File: src/hw/rv_core_pkg.sv
// shared sizes, instruction encodings and control types of the rv32i core
// rtl and testbench files refer to every item here by its scoped name
`default_nettype none

package rv_core_pkg;

    // datapath width and register index width
    localparam int XLEN       = 32;
    localparam int REG_ADDR_W = 5;

    // the first fetch after reset comes from this address
    localparam logic [XLEN-1:0] RESET_PC = '0;
    // sequential instructions sit one word apart
    localparam logic [XLEN-1:0] PC_STEP  = 4;

    // data memory is a small word array inside the core
    localparam int DMEM_WORDS  = 64;
    localparam int DMEM_ADDR_W = 6;

    // major opcodes found in bits 6 to 0 of each instruction word
    localparam logic [6:0] OPC_OP     = 7'b011_0011;
    localparam logic [6:0] OPC_OP_IMM = 7'b001_0011;
    localparam logic [6:0] OPC_LOAD   = 7'b000_0011;
    localparam logic [6:0] OPC_STORE  = 7'b010_0011;
    localparam logic [6:0] OPC_BRANCH = 7'b110_0011;
    localparam logic [6:0] OPC_LUI    = 7'b011_0111;

    // branch conditions carried in funct3
    localparam logic [2:0] F3_BEQ  = 3'b000;
    localparam logic [2:0] F3_BNE  = 3'b001;
    localparam logic [2:0] F3_BLT  = 3'b100;
    localparam logic [2:0] F3_BGE  = 3'b101;
    localparam logic [2:0] F3_BLTU = 3'b110;
    localparam logic [2:0] F3_BGEU = 3'b111;

    // pass_b hands operand two straight through for lui
    typedef enum logic [3:0] {
        ALU_ADD, ALU_SUB, ALU_SLL, ALU_SLT, ALU_SLTU, ALU_XOR,
        ALU_SRL, ALU_SRA, ALU_OR, ALU_AND, ALU_PASS_B
    } alu_op_t;

    // source of the value written to the destination register
    typedef enum logic {
        WB_ALU,
        WB_LOAD
    } wb_sel_t;

endpackage

`default_nettype wire

File: src/hw/rv_fetch.sv
// program counter of the core
// the pc doubles as the instruction memory address and advances every clock
`timescale 1ns/1ps
`default_nettype none

module rv_fetch (
    input  wire                          clk,
    input  wire                          rst_n,
    input  wire                          i_branch_taken,
    input  wire  [rv_core_pkg::XLEN-1:0] i_imm,
    output logic [rv_core_pkg::XLEN-1:0] o_pc,
    output logic [rv_core_pkg::XLEN-1:0] o_next_pc
);

    // a taken branch jumps relative to the current pc
    // anything else moves on to the following word
    assign o_next_pc = i_branch_taken ? o_pc + i_imm : o_pc + rv_core_pkg::PC_STEP;

    always_ff @(posedge clk or negedge rst_n) begin
        if (!rst_n) begin
            o_pc <= rv_core_pkg::RESET_PC;
        end else begin
            o_pc <= o_next_pc;
        end
    end

endmodule

`default_nettype wire

File: src/hw/rv_decode.sv
// main decoder of the core, purely combinational
// splits the instruction word into register indices and an immediate,
// and derives the alu operation and datapath controls from the opcode
`timescale 1ns/1ps
`default_nettype none

module rv_decode (
    input  wire  [rv_core_pkg::XLEN-1:0]       i_inst,
    output logic [rv_core_pkg::REG_ADDR_W-1:0] o_rs1_addr,
    output logic [rv_core_pkg::REG_ADDR_W-1:0] o_rs2_addr,
    output logic [rv_core_pkg::REG_ADDR_W-1:0] o_rd_addr,
    output logic [rv_core_pkg::XLEN-1:0]       o_imm,
    output rv_core_pkg::alu_op_t               o_alu_op,
    output logic                               o_use_imm,
    output logic                               o_branch,
    output logic [2:0]                         o_branch_f3,
    output logic                               o_mem_we,
    output logic                               o_rd_we,
    output rv_core_pkg::wb_sel_t               o_wb_sel
);

    logic [6:0]                   opcode;
    logic [2:0]                   funct3;
    logic                         funct7_b5;
    logic [rv_core_pkg::XLEN-1:0] imm_i;
    logic [rv_core_pkg::XLEN-1:0] imm_s;
    logic [rv_core_pkg::XLEN-1:0] imm_b;
    logic [rv_core_pkg::XLEN-1:0] imm_u;

    // funct3 picks the operation, alt selects sub or sra
    function automatic rv_core_pkg::alu_op_t alu_from_f3(input logic [2:0] f3, input logic alt);
        rv_core_pkg::alu_op_t op;
        case (f3)
            3'b000:  op = alt ? rv_core_pkg::ALU_SUB : rv_core_pkg::ALU_ADD;
            3'b001:  op = rv_core_pkg::ALU_SLL;
            3'b010:  op = rv_core_pkg::ALU_SLT;
            3'b011:  op = rv_core_pkg::ALU_SLTU;
            3'b100:  op = rv_core_pkg::ALU_XOR;
            3'b101:  op = alt ? rv_core_pkg::ALU_SRA : rv_core_pkg::ALU_SRL;
            3'b110:  op = rv_core_pkg::ALU_OR;
            default: op = rv_core_pkg::ALU_AND;
        endcase
        return op;
    endfunction

    assign opcode      = i_inst[6:0];
    assign funct3      = i_inst[14:12];
    assign funct7_b5   = i_inst[30];
    assign o_rs1_addr  = i_inst[19:15];
    assign o_rs2_addr  = i_inst[24:20];
    assign o_rd_addr   = i_inst[11:7];
    assign o_branch_f3 = funct3;

    ////////////////////////////////////////////////////////////////////
    // immediate formats, every one sign extended from bit 31
    ////////////////////////////////////////////////////////////////////
    assign imm_i = {{20{i_inst[31]}}, i_inst[31:20]};
    assign imm_s = {{20{i_inst[31]}}, i_inst[31:25], i_inst[11:7]};
    assign imm_b = {{19{i_inst[31]}}, i_inst[31], i_inst[7], i_inst[30:25], i_inst[11:8], 1'b0};
    assign imm_u = {i_inst[31:12], 12'b0};

    always_comb begin
        // an unknown opcode falls through with no register or memory write
        o_imm     = '0;
        o_alu_op  = rv_core_pkg::ALU_ADD;
        o_use_imm = 1'b0;
        o_branch  = 1'b0;
        o_mem_we  = 1'b0;
        o_rd_we   = 1'b0;
        o_wb_sel  = rv_core_pkg::WB_ALU;
        case (opcode)
            rv_core_pkg::OPC_OP: begin
                o_rd_we  = 1'b1;
                o_alu_op = alu_from_f3(funct3, funct7_b5);
            end
            rv_core_pkg::OPC_OP_IMM: begin
                // bit 30 of the immediate only means arithmetic on a right shift
                o_rd_we   = 1'b1;
                o_use_imm = 1'b1;
                o_imm     = imm_i;
                o_alu_op  = alu_from_f3(funct3, funct7_b5 && funct3 == 3'b101);
            end
            rv_core_pkg::OPC_LOAD: begin
                o_rd_we   = 1'b1;
                o_use_imm = 1'b1;
                o_imm     = imm_i;
                o_wb_sel  = rv_core_pkg::WB_LOAD;
            end
            rv_core_pkg::OPC_STORE: begin
                o_mem_we  = 1'b1;
                o_use_imm = 1'b1;
                o_imm     = imm_s;
            end
            rv_core_pkg::OPC_BRANCH: begin
                // funct3 bit 1 marks the unsigned compares bltu and bgeu
                o_branch = 1'b1;
                o_imm    = imm_b;
                o_alu_op = funct3[1] ? rv_core_pkg::ALU_SLTU : rv_core_pkg::ALU_SLT;
            end
            rv_core_pkg::OPC_LUI: begin
                o_rd_we   = 1'b1;
                o_use_imm = 1'b1;
                o_imm     = imm_u;
                o_alu_op  = rv_core_pkg::ALU_PASS_B;
            end
            default: begin
            end
        endcase
    end

endmodule

`default_nettype wire

File: src/hw/rv_regfile.sv
// integer register file with two read ports and one write port
// reads are combinational and a write lands on the rising edge
`timescale 1ns/1ps
`default_nettype none

module rv_regfile (
    input  wire                                clk,
    input  wire                                rst_n,
    input  wire  [rv_core_pkg::REG_ADDR_W-1:0] i_rs1_addr,
    input  wire  [rv_core_pkg::REG_ADDR_W-1:0] i_rs2_addr,
    input  wire  [rv_core_pkg::REG_ADDR_W-1:0] i_rd_addr,
    input  wire                                i_rd_we,
    input  wire  [rv_core_pkg::XLEN-1:0]       i_rd_wdata,
    output logic [rv_core_pkg::XLEN-1:0]       o_rs1_data,
    output logic [rv_core_pkg::XLEN-1:0]       o_rs2_data
);

    // x0 has no storage so the array starts at index one
    logic [rv_core_pkg::XLEN-1:0] regs [1:2**rv_core_pkg::REG_ADDR_W-1];

    always_ff @(posedge clk or negedge rst_n) begin
        if (!rst_n) begin
            for (int i = 1; i < 2**rv_core_pkg::REG_ADDR_W; i++) begin
                regs[i] <= '0;
            end
        end else if (i_rd_we && i_rd_addr != '0) begin
            regs[i_rd_addr] <= i_rd_wdata;
        end
    end

    // x0 always reads as zero whatever was written to it
    assign o_rs1_data = (i_rs1_addr == '0) ? '0 : regs[i_rs1_addr];
    assign o_rs2_data = (i_rs2_addr == '0) ? '0 : regs[i_rs2_addr];

endmodule

`default_nettype wire

File: src/hw/rv_alu.sv
// arithmetic, logic, shift and compare unit of the core
// also resolves the branch condition that funct3 names
`timescale 1ns/1ps
`default_nettype none

module rv_alu (
    input  var   rv_core_pkg::alu_op_t       i_op,
    input  wire  [rv_core_pkg::XLEN-1:0]     i_op1,
    input  wire  [rv_core_pkg::XLEN-1:0]     i_op2,
    input  wire  [2:0]                       i_branch_f3,
    input  wire                              i_branch,
    output logic [rv_core_pkg::XLEN-1:0]     o_result,
    output logic                             o_branch_taken
);

    logic [4:0] shamt;
    logic       eq;
    logic       lt_s;
    logic       lt_u;
    logic       lt;
    logic       cond;

    // only the low five bits of operand two count as a shift amount
    assign shamt = i_op2[4:0];
    assign eq    = i_op1 == i_op2;
    assign lt_s  = $signed(i_op1) < $signed(i_op2);
    assign lt_u  = i_op1 < i_op2;

    always_comb begin
        case (i_op)
            rv_core_pkg::ALU_ADD:    o_result = i_op1 + i_op2;
            rv_core_pkg::ALU_SUB:    o_result = i_op1 - i_op2;
            rv_core_pkg::ALU_SLL:    o_result = i_op1 << shamt;
            rv_core_pkg::ALU_SLT:    o_result = {{(rv_core_pkg::XLEN-1){1'b0}}, lt_s};
            rv_core_pkg::ALU_SLTU:   o_result = {{(rv_core_pkg::XLEN-1){1'b0}}, lt_u};
            rv_core_pkg::ALU_XOR:    o_result = i_op1 ^ i_op2;
            rv_core_pkg::ALU_SRL:    o_result = i_op1 >> shamt;
            rv_core_pkg::ALU_SRA:    o_result = $signed(i_op1) >>> shamt;
            rv_core_pkg::ALU_OR:     o_result = i_op1 | i_op2;
            rv_core_pkg::ALU_AND:    o_result = i_op1 & i_op2;
            rv_core_pkg::ALU_PASS_B: o_result = i_op2;
            default:                 o_result = '0;
        endcase
    end

    ////////////////////////////////////////////////////////////////////
    // branch condition
    ////////////////////////////////////////////////////////////////////

    // decode already chose slt or sltu, so signedness follows the op
    assign lt = (i_op == rv_core_pkg::ALU_SLTU) ? lt_u : lt_s;

    always_comb begin
        case (i_branch_f3)
            rv_core_pkg::F3_BEQ:  cond = eq;
            rv_core_pkg::F3_BNE:  cond = ~eq;
            rv_core_pkg::F3_BLT:  cond = lt;
            rv_core_pkg::F3_BGE:  cond = ~lt;
            rv_core_pkg::F3_BLTU: cond = lt;
            rv_core_pkg::F3_BGEU: cond = ~lt;
            default:              cond = 1'b0;
        endcase
    end

    // the compare runs on every instruction but only a branch may redirect the pc
    assign o_branch_taken = i_branch & cond;

endmodule

`default_nettype wire

File: src/hw/rv_mem_writeback.sv
// data memory and writeback of the core
// holds the word memory, picks the register write value and drives the retire port
`timescale 1ns/1ps
`default_nettype none

module rv_mem_writeback (
    input  wire                                clk,
    input  wire                                rst_n,
    input  wire  [rv_core_pkg::XLEN-1:0]       i_addr,
    input  wire  [rv_core_pkg::XLEN-1:0]       i_store_data,
    input  wire                                i_mem_we,
    input  wire  [rv_core_pkg::XLEN-1:0]       i_alu_result,
    input  var   rv_core_pkg::wb_sel_t         i_wb_sel,
    input  wire  [rv_core_pkg::XLEN-1:0]       i_inst,
    input  wire  [rv_core_pkg::XLEN-1:0]       i_pc,
    input  wire  [rv_core_pkg::XLEN-1:0]       i_next_pc,
    input  wire  [rv_core_pkg::REG_ADDR_W-1:0] i_rd_addr,
    input  wire                                i_rd_we,
    output logic [rv_core_pkg::XLEN-1:0]       o_rd_wdata,
    output logic                               o_retire_valid,
    output logic [rv_core_pkg::XLEN-1:0]       o_retire_inst,
    output logic [rv_core_pkg::XLEN-1:0]       o_retire_pc,
    output logic [rv_core_pkg::XLEN-1:0]       o_retire_next_pc,
    output logic [rv_core_pkg::REG_ADDR_W-1:0] o_retire_rd_waddr,
    output logic [rv_core_pkg::XLEN-1:0]       o_retire_rd_wdata
);

    logic [rv_core_pkg::XLEN-1:0]        dmem [rv_core_pkg::DMEM_WORDS];
    logic [rv_core_pkg::DMEM_ADDR_W-1:0] word_idx;

    // the two byte offset bits are dropped and the upper bits wrap
    assign word_idx = i_addr[rv_core_pkg::DMEM_ADDR_W+1:2];

    always_ff @(posedge clk) begin
        if (i_mem_we) begin
            dmem[word_idx] <= i_store_data;
        end
    end

    // a load sees the word combinationally in the same cycle
    assign o_rd_wdata = (i_wb_sel == rv_core_pkg::WB_LOAD) ? dmem[word_idx] : i_alu_result;

    ////////////////////////////////////////////////////////////////////
    // retire port
    ////////////////////////////////////////////////////////////////////

    // low through reset and high from the first clock edge after it
    always_ff @(posedge clk or negedge rst_n) begin
        if (!rst_n) begin
            o_retire_valid <= 1'b0;
        end else begin
            o_retire_valid <= 1'b1;
        end
    end

    // stores, branches and unknown opcodes report destination zero
    assign o_retire_rd_waddr = i_rd_we ? i_rd_addr : '0;
    assign o_retire_rd_wdata = o_rd_wdata;
    assign o_retire_inst     = i_inst;
    assign o_retire_pc       = i_pc;
    assign o_retire_next_pc  = i_next_pc;

endmodule

`default_nettype wire

File: src/hw/rv_core.sv
// top level of the single cycle rv32i core
// instruction memory sits outside and answers in the same cycle
// one instruction retires at every rising edge once reset is released
`timescale 1ns/1ps
`default_nettype none

module rv_core (
    input  wire                                clk,
    input  wire                                rst_n,
    output logic [rv_core_pkg::XLEN-1:0]       o_imem_raddr,
    input  wire  [rv_core_pkg::XLEN-1:0]       i_imem_rdata,
    output logic                               o_retire_valid,
    output logic [rv_core_pkg::XLEN-1:0]       o_retire_inst,
    output logic [rv_core_pkg::XLEN-1:0]       o_retire_pc,
    output logic [rv_core_pkg::XLEN-1:0]       o_retire_next_pc,
    output logic [rv_core_pkg::REG_ADDR_W-1:0] o_retire_rd_waddr,
    output logic [rv_core_pkg::XLEN-1:0]       o_retire_rd_wdata
);

    logic [rv_core_pkg::XLEN-1:0]       pc;
    logic [rv_core_pkg::XLEN-1:0]       next_pc;
    logic [rv_core_pkg::REG_ADDR_W-1:0] rs1_addr;
    logic [rv_core_pkg::REG_ADDR_W-1:0] rs2_addr;
    logic [rv_core_pkg::REG_ADDR_W-1:0] rd_addr;
    logic [rv_core_pkg::XLEN-1:0]       imm;
    rv_core_pkg::alu_op_t               alu_op;
    logic                               use_imm;
    logic                               branch;
    logic [2:0]                         branch_f3;
    logic                               mem_we;
    logic                               rd_we;
    rv_core_pkg::wb_sel_t               wb_sel;
    logic [rv_core_pkg::XLEN-1:0]       rs1_data;
    logic [rv_core_pkg::XLEN-1:0]       rs2_data;
    logic [rv_core_pkg::XLEN-1:0]       op2;
    logic [rv_core_pkg::XLEN-1:0]       alu_result;
    logic                               branch_taken;
    logic [rv_core_pkg::XLEN-1:0]       rd_wdata;

    // the fetch address is the pc itself
    assign o_imem_raddr = pc;
    // operand two is the immediate for everything but register ops and branches
    assign op2 = use_imm ? imm : rs2_data;

    ////////////////////////////////////////////////////////////////////
    // fetch, then decode, register file and alu, then memory and writeback
    ////////////////////////////////////////////////////////////////////

    rv_fetch i_rv_fetch (
        .clk(clk), .rst_n(rst_n),
        .i_branch_taken(branch_taken), .i_imm(imm),
        .o_pc(pc), .o_next_pc(next_pc)
    );

    rv_decode i_rv_decode (
        .i_inst(i_imem_rdata),
        .o_rs1_addr(rs1_addr), .o_rs2_addr(rs2_addr), .o_rd_addr(rd_addr),
        .o_imm(imm), .o_alu_op(alu_op), .o_use_imm(use_imm),
        .o_branch(branch), .o_branch_f3(branch_f3),
        .o_mem_we(mem_we), .o_rd_we(rd_we), .o_wb_sel(wb_sel)
    );

    rv_regfile i_rv_regfile (
        .clk(clk), .rst_n(rst_n),
        .i_rs1_addr(rs1_addr), .i_rs2_addr(rs2_addr), .i_rd_addr(rd_addr),
        .i_rd_we(rd_we), .i_rd_wdata(rd_wdata),
        .o_rs1_data(rs1_data), .o_rs2_data(rs2_data)
    );

    rv_alu i_rv_alu (
        .i_op(alu_op), .i_op1(rs1_data), .i_op2(op2),
        .i_branch_f3(branch_f3), .i_branch(branch),
        .o_result(alu_result), .o_branch_taken(branch_taken)
    );

    rv_mem_writeback i_rv_mem_writeback (
        .clk(clk), .rst_n(rst_n),
        .i_addr(alu_result), .i_store_data(rs2_data), .i_mem_we(mem_we),
        .i_alu_result(alu_result), .i_wb_sel(wb_sel),
        .i_inst(i_imem_rdata), .i_pc(pc), .i_next_pc(next_pc),
        .i_rd_addr(rd_addr), .i_rd_we(rd_we),
        .o_rd_wdata(rd_wdata),
        .o_retire_valid(o_retire_valid), .o_retire_inst(o_retire_inst),
        .o_retire_pc(o_retire_pc), .o_retire_next_pc(o_retire_next_pc),
        .o_retire_rd_waddr(o_retire_rd_waddr), .o_retire_rd_wdata(o_retire_rd_wdata)
    );

endmodule

`default_nettype wire

File: config.mk
export PLATFORM = sky130hd
export DESIGN_NAME = rv_core
export DESIGN_NICKNAME = d
export VERILOG_FILES = /design/src/hw/rv_core_pkg.sv /design/src/hw/rv_fetch.sv /design/src/hw/rv_decode.sv /design/src/hw/rv_regfile.sv /design/src/hw/rv_alu.sv /design/src/hw/rv_mem_writeback.sv /design/src/hw/rv_core.sv
export SDC_FILE = /design/constraint.sdc
export NUM_CORES = 2
export LEC_CHECK = 0
export BUFFER_PORTS_ARGS = -buffer_cell sky130_fd_sc_hd__buf_2
export CAP_MARGIN = 10
export CORE_ASPECT_RATIO = 2
export CORE_MARGIN = 4
export CORE_UTILIZATION = 30
export DETAILED_ROUTE_END_ITERATION = 6
export HOLD_SLACK_MARGIN = 0.08
export SLEW_MARGIN = 40
export SYNTH_ARGS = -nofsm -noshare
export SYNTH_HDL_FRONTEND = slang
export SYNTH_SLANG_ARGS = --single-unit
File: constraint.sdc
create_clock -name clk -period 9.3 [get_ports clk]
set_input_delay 0.465 -clock clk [delete_from_list [all_inputs] [get_ports clk]]
set_output_delay 0.465 -clock clk [all_outputs]
set_load 0.005 [all_outputs]
---- Word level (Yosys, flattened, before mapping) ----
Memory sizes are Yosys's and may differ from the RTL's.
Cells that the tools add are included.
storage, ports and cells
  register bits ........................... 1025
  bits in latches ......................... 0
  memory bits (writable) .................. 2048
  ROM bits ................................ 0
  input bits .............................. 34
  output and inout bits ................... 166
  memories kept ........................... 1
cells by class
  $add $sub $neg .......................... 4
  multipliers ............................. 0
  div/mod/pow operators ................... 0
  $lt $le $gt $ge ......................... 6
  equal/unequal tests ..................... 24
  shift-type cells ........................ 3
  multiplexer cells ....................... 34
  bitwise logic cells ..................... 9
  reductions and logical operators ........ 13
memory list
  memory                   words  width  read ports  clocked after memory_dff  wr ports  line                    text
  i_rv_mem_writeback.dmem  64     32     1           0                         1         rv_mem_writeback.sv:28  logic [rv_core_pkg::XLEN-1:0] dmem [rv_core_pkg::DMEM_WORDS];
operators by type and width
  kind                                                 number
  bitwise mux 992 bit                                  1
  case mux 32 bit (11 select lines)                    1
  binary-select mux 32 bit (select 5 bit)              2
  two-way mux 32 bit                                   10
  demux 32 bit (select 5 bit)                          1
  case mux 32 bit (4 select lines)                     1
  adder 32 bit                                         2
  < comparator 32 bit                                  2
  case mux 4 bit (7 select lines)                      2
  adder 32 x 3 -> 32 bit, second input constant        1
  AND 32 bit                                           1
  equality test 32 bit                                 1
  bitwise OR 32 bit                                    1
  left shift 32 x 5 -> 32 bit                          1
  right shift 32 x 5 -> 32 bit                         1
  >>> shifter 32 x 5 -> 32 bit                         1
  subtractor 32 bit                                    1
  bitwise XOR 32 bit                                   1
  equality test 7 x 6 -> 1 bit, second input constant  3
  >= comparator 6 bit, second input constant           3
  NOT 5 -> 6 bit                                       3
  equality test 4 x 3 -> 1 bit, second input constant  4
  case mux 4 bit (4 select lines)                      1
  equality test 3 bit, second input constant           4
  other kinds (22)                                     44

---- Logic depth before layout (Yosys ltp) ----
  word-level depth ........................ 12
  gate-level depth with buffers ........... 37

---- By module ----
A second synthesis with hierarchy kept.
second synthesis, totals
  cell total of the unflattened synthesis .. 9890
  area total of the unflattened synthesis .. 147642.9 um^2
modules (own cells, without submodules)
  module            times used  cells an instance  area each (um^2)
  rv_mem_writeback  1           4328               80128.1
  rv_regfile        1           3612               53491.3
  rv_alu            1           1405               9337.7
  rv_fetch          1           410                3424.5
  rv_decode         1           99                 716.9
  rv_core           1           36                 544.3

---- Worst setup path after synthesis ----
No wires, ideal clock.
  kind .................................... input port to flip-flop
  from .................................... input port i_imem_rdata[20] (netlist name)
  to ...................................... memory i_rv_mem_writeback.dmem[16][0] (netlist name), enable pin
  setup time .............................. 0.421 ns
  arrival ................................. 8.371 ns
  data required time ...................... 8.879 ns
  setup slack ............................. 0.508 ns
  stages .................................. 27
  cell sequence ........................... buf_6 -> buf_2 -> buf_2 -> buf_2 -> mux4_2 -> mux2i_1 -> o32ai_1 -> o41ai_1 -> buf_2 -> buf_1 -> clkbuf_1 -> buf_1 -> clkbuf_1 -> buf_1 -> ha_1 -> o21bai_1 -> a21oi_1 -> a21oi_1 -> xnor2_1 -> a221oi_1 -> o221ai_1 -> a211oi_2 -> nand3_1 -> buf_2 -> clkbuf_1 -> buf_2 -> nor2_1
on the way
  cells in the longest elaborated chain, start to end .. 8
  elaborated cells on any way between the ends .. 17
  classes of those cells .................. 2 x add/sub; 3 x shift; 7 x mux; 4 x bitwise; 1 x reduce/logical
RTL lines
  element                                                 line                    text
  from (decl)                                             rv_core.sv:11           input wire [rv_core_pkg::XLEN-1:0] i_imem_rdata,
  NOT 5 -> 6 bit (implied by the code)                    rv_regfile.sv:33        assign o_rs2_data = (i_rs2_addr == '0) ? '0 : regs[i_rs2_addr];
  binary-select mux 32 bit (select 5 bit)                 rv_regfile.sv:33
  two-way mux 32 bit (implied by the code) (2 in series)  rv_regfile.sv:33
  two-way mux 32 bit                                      rv_regfile.sv:33
  two-way mux 32 bit (*)                                  rv_core.sv:43           assign op2 = use_imm ? imm : rs2_data;
  subtractor 32 bit, or another cell as far along         rv_alu.sv:32            rv_core_pkg::ALU_SUB: o_result = i_op1 - i_op2;
  case mux 32 bit (11 select lines) (*)                   rv_alu.sv:30            case (i_op)
  to (decl)                                               rv_mem_writeback.sv:28
Mark *: on every way between the ends. The rest lies on a longest branch, timed or not. The select of a mux whose other input is x is not followed.

---- Final worst setup path ----
  from .................................... register i_rv_regfile.regs[260] (netlist name)
  to ...................................... output port o_retire_rd_wdata[16] (netlist name)
on the way
  cells in the longest elaborated chain, start to end .. 9
  elaborated cells on any way between the ends .. 20
  classes of those cells .................. 2 x add/sub; 3 x shift; 11 x mux; 3 x bitwise; 1 x memory
RTL lines
  element                                                 line                    text
  from (decl)                                             rv_regfile.sv:19        logic [rv_core_pkg::XLEN-1:0] regs [1:2**rv_core_pkg::REG_ADDR_W-1];
  from (signal, indexed assignment)                       rv_regfile.sv:27        regs[i_rd_addr] <= i_rd_wdata;
  binary-select mux 32 bit (select 5 bit)                 rv_regfile.sv:33
  two-way mux 32 bit (implied by the code) (2 in series)  rv_regfile.sv:33
  two-way mux 32 bit                                      rv_regfile.sv:33
  two-way mux 32 bit                                      rv_core.sv:43
  subtractor 32 bit, or another cell as far along         rv_alu.sv:32
  case mux 32 bit (11 select lines) (*)                   rv_alu.sv:30
  memory read (64 x 32 bit)                               -
  two-way mux 32 bit (*)                                  rv_mem_writeback.sv:41  assign o_rd_wdata = (i_wb_sel == rv_core_pkg::WB_LOAD) ? dmem[word_idx] : i_alu_result;
  to (decl)                                               rv_core.sv:17           output logic [rv_core_pkg::XLEN-1:0] o_retire_rd_wdata
Marks and branches as above.

==> flow_results.org <==
** Synthesis
- Most instantiated flip-flop cell in the synthesis netlist :: sky130_fd_sc_hd__edfxtp_1
- Sequential elements use 59.10% of the synthesized area.
- The number of nets handed over by synthesis was 12,390.
- For this run, the number of Yosys warnings is 0.
- For this run, asynchronously set or reset flops after synthesis account for 33.36%.
- In the post-synthesis netlist, the biggest area contributors are sky130_fd_sc_hd__edfxtp_1 (42%), sky130_fd_sc_hd__dfrtp_1 (17%), sky130_fd_sc_hd__mux4_2 (6.3%).
- Post-Syn Area :: 147,500 um^2
- Number of distinct library cells after synthesis :: 102
- Synthesis produced 12,220 cells.
- Avg Synthesized Cell Area :: 12.07 um^2
- Synthesis inferred 3,073 register bits.
- Post-synth EDFFs :: 2,048
- The share of synthesized area in the top cell type comes to 41.71%.
- Cell accounting for the most synthesized area :: sky130_fd_sc_hd__edfxtp_1

** Finish
- Area growth syn-to-layout :: 19.04%
- Of the cells placed in the final design, the portion with a size suffix greater than 1 is 22.65%.
- For this run, the post-layout net count is 13,100.
- The finished layout holds 19,570 standard cells, fillers aside.
- Cell area after layout :: 175,500 um^2
- Cells fill 35.89% of the core in the end.

** Floorplan
- The core region is 489,200 um^2.
- Die ar. :: 503,500 um^2
- Initial Util :: 30.15%
- Die height :: 999.5 um
- In this run the count of I/O pins placed on the die edge is 200.
- Die X :: 503.8 um
- After floorplanning, the core was divided into 363 placement rows.

** Route
- The routed layout has 114,600 vias.
- The first detailed-routing pass ran for 7 iterations.
- Summed over all layers, the routed wires come to 694,100 um.
- Number of design rule violations left after detail routing :: 4
- Post-route ant nets :: 0
- The first routing iteration left 12,810 violations.
- After detailed routing, the number of vias per cell comes to 5.856.
- Average wire per standard cell :: 35.47 um

** Placed design
- Post-placement cell area :: 166,100 um^2
- Placed Cells :: 19,030
- Prior to clock tree synthesis, the placed netlist has a worst setup slack of 43.30 ps.
- # port buffers :: 199
- At the end of routability-driven placement, the weighted congestion stood at 1.029.
- Detailed placement ended at an HPWL of 491,200 um.

** Timing
- Setup-violating endpoint count in the final report :: 0
- The final-report max-slew violation count was 0.
- The worst pin sits at a relative slew slack of 34.38%.
- Number of hold-slack violations in the final timing report :: 0
- Setup repair after global routing left no endpoint under its margin.
- Worst Setup Slack, final :: 90.61 ps
- Post-layout minimum cycle time :: 9209 ps
- Static timing analysis puts the maximum clock frequency at 108.6 MHz.
- Dividing the final minimum period by the clock period gives 99.03%.
- Setup skew after layout :: 81.11 ps
- Total Negative Setup Slacks :: 0 ps
- Transition time at the pin with the least slew margin :: 984.3 ps
- Across all hold checks on the routed design, the worst slack comes to 164.4 ps.

** Setup path
- Endpoint type of the worst setup path :: primary output
- Cell type group with the largest total delay on the critical path :: compound AO/OA/AOI/OAI gates
- At the worst endpoint, the required time is 8840 ps.
- Counting cells, the worst reg-to-reg path comes to 27.
- Among all stages on the critical path, the largest delay is contributed by sky130_fd_sc_hd__o41ai_4.
- The cell that appears most often on the critical path is sky130_fd_sc_hd__buf_4.
- At the worst endpoint, the arrival time is 8740 ps.
- For this run, the slowest stage of the critical path takes 670 ps.
- Biggest fanout along the worst timing path :: 9
- Crit path kind :: flop to primary output
- Startpoint types :: flop
- Stages on the worst setup path :: 29
- The critical path contains buffers and inverters numbering 11 combined.

** Clock tree
- TritonCTS built the clock tree.
- Clock sinks :: 3,073
- Worst-Skew Late Latency :: 970 ps
- Clock-pin slew was measured on the worst setup and hold paths at 70 ps.
- In this run, CTS created clock tree buffers numbering 276.
- Number of buffers on the longest clock path :: 4
- H-tree levels :: 5
- The root buffer cell chosen for the clock tree is sky130_fd_sc_hd__clkbuf_16.

** Pwr
- The analysis attributes to cell leakage a power of 68.22 nW.
- PD cells :: 193.6 nW/um^2
- Largest voltage drop on the vdd net :: 0.1415 mV
- Fraction of power spent switching nets :: 30.90%
- For this design the total switching power over the nets is 10.50 mW.
- Combinational logic burns 21.4% of the power.
- Overall power of the completed layout :: 33.98 mW
- The clock network accounts for 34.9% of the total power.
- Cell internal power was estimated by the tool at 23.48 mW.
- Sequential cells account for 43.6% of the total power.

** Run status
- The final reports fail on design-rule violations.
- The run finished, with violations left.

** Global routing
- Largest net degree at the start of global routing :: 157
- Wire length of the first global-routing pass :: 946,000 um
- The number of antenna violations at the first check in global routing came to 42.
- Total grt overflow :: 0
- Vias in the first global route :: 114,000
- Global-route usage over all layers :: 26.77%

** Flow run
- Number of violations of the max-capacitance limit :: 0

** Hold path
- Hold WC Path Type :: primary input to asynchronous set/reset pin
cell families after synthesis:
group | Yosys count | synth area share (%)
simple gates | 3793 | 11.32
flops | 3073 | 59.10
compound gates | 2807 | 12.93
buf+inv | 1247 | 3.901
mux | 1111 | 11.28
fa+ha+maj | 132 | 1.135
xor+xnor | 57 | 0.3386
other cells | 1 | 0.002543
flip-flops by register name (all words and copies together), names as in the netlist:
signal,cells
i_rv_mem_writeback.o_retire_valid,1
i_rv_fetch.o_pc,32
i_rv_regfile.regs,992
i_rv_mem_writeback.dmem,2048
synthesized netlist by cell type (24+ instances only):
cell type                   instances
sky130_fd_sc_hd__o211ai_1          50
sky130_fd_sc_hd__nor2b_1           39
sky130_fd_sc_hd__a31oi_1          199
sky130_fd_sc_hd__inv_1            153
sky130_fd_sc_hd__and3_1           392
sky130_fd_sc_hd__ha_1             129
sky130_fd_sc_hd__dfrtp_1         1025
sky130_fd_sc_hd__o22ai_1           94
sky130_fd_sc_hd__a211oi_1         346
sky130_fd_sc_hd__nand3_1          324
sky130_fd_sc_hd__buf_1             88
sky130_fd_sc_hd__a221oi_1          78
sky130_fd_sc_hd__and2_1            39
sky130_fd_sc_hd__o221ai_1          41
sky130_fd_sc_hd__clkbuf_1         614
sky130_fd_sc_hd__a22oi_1          110
sky130_fd_sc_hd__nor2_1           394
sky130_fd_sc_hd__a21o_1            24
sky130_fd_sc_hd__mux2_2           262
sky130_fd_sc_hd__nand4_1           52
sky130_fd_sc_hd__o21ai_0          893
sky130_fd_sc_hd__a311oi_1         181
sky130_fd_sc_hd__buf_2            219
sky130_fd_sc_hd__edfxtp_1        2048
sky130_fd_sc_hd__or4_1             37
sky130_fd_sc_hd__a31oi_2           29
sky130_fd_sc_hd__o2111ai_1         28
sky130_fd_sc_hd__nand2b_1          37
sky130_fd_sc_hd__a2111oi_0         65
sky130_fd_sc_hd__mux4_2           414
sky130_fd_sc_hd__a22o_1            46
sky130_fd_sc_hd__buf_4            133
sky130_fd_sc_hd__nor3_1            75
sky130_fd_sc_hd__xnor2_1           38
sky130_fd_sc_hd__a21oi_1          221
sky130_fd_sc_hd__nand2_1         2283
sky130_fd_sc_hd__or3_1             30
sky130_fd_sc_hd__o31ai_1          119
sky130_fd_sc_hd__mux2i_1          434
sky130_fd_sc_hd__buf_6             33
worst paths after layout:
kind | startpoint | endpoint | slack [ps]
setup / recovery | i_rv_regfile.regs[260]$_DFFE_PN0P_ | o_retire_rd_wdata[16] | 90
hold / removal | rst_n | i_rv_regfile.regs[962]$_DFFE_PN0P_ | 160
setup reg to reg | i_rv_regfile.regs[128]$_DFFE_PN0P_ | i_rv_regfile.regs[560]$_DFFE_PN0P_ | 1040
hold reg to reg | i_rv_regfile.regs[531]$_DFFE_PN0P_ | i_rv_regfile.regs[531]$_DFFE_PN0P_ | 500
max in group asynchronous | rst_n | i_rv_regfile.regs[301]$_DFFE_PN0P_ | 6720
min in group clk | i_imem_rdata[28] | i_rv_fetch.o_pc[28]$_DFF_PN0_ | 360
placed cells by master (no fill, tap or decap), drive strengths merged, types with 345 or more instances in the layout:
cell / n
nand2: 2283
buf: 1521
edfxtp: 2048
mux4: 414
dfrtp: 1025
clkbuf: 345
mux2i: 435
a211oi: 347
o21ai: 907
and3: 392
nor2: 395
metal layers:
layer	part of all wire [%]	vias up	global-route usage, %	wire length, um
met5	0.026	-	0	182
met4	14	28	29.83	96750
met3	7.3	2630	5.539	50830
met2	49	6262	46.42	342100
met1	29	58140	24.84	204200
li1	-	47560	-	-
final cells by class:
cell class | count | area [um^2]
Multi-Input combinational cell | 7901 | 56120
Sequential cell | 3073 | 87150
Clock buffer | 343 | 7401
Antenna cell | 37 | 92.59
Fill cell | 47380 | 313600
Clock inverter | 151 | 1590
Inverter | 156 | 595.6
Tap cell | 6387 | 7991
Timing Repair Buffer | 1524 | 14590
power groups by stage:
stage	clock network (mW)	registers, mW	logic, mW
after detailed placement	0	15.1	7.06
final	11.9	14.8	7.28
after CTS	12.0	14.8	7.08
after floorplan	0	15.1	3.30
after global placement	0	15.1	7.02
after global routing	12.5	14.8	7.51
timing repair:
| item | CTS | global route |
|---|---|---|
| gates resized for setup | 3 | 21 |
| hold endpoints to repair | 77 | 0 |
| endpoints found under the setup margin | 8 | 20 |
| hold buffers | 1 | 0 |
| pin swaps | 0 | 6 |
| setup buffers | 0 | 3 |
Power figures use the tool's default switching activity.
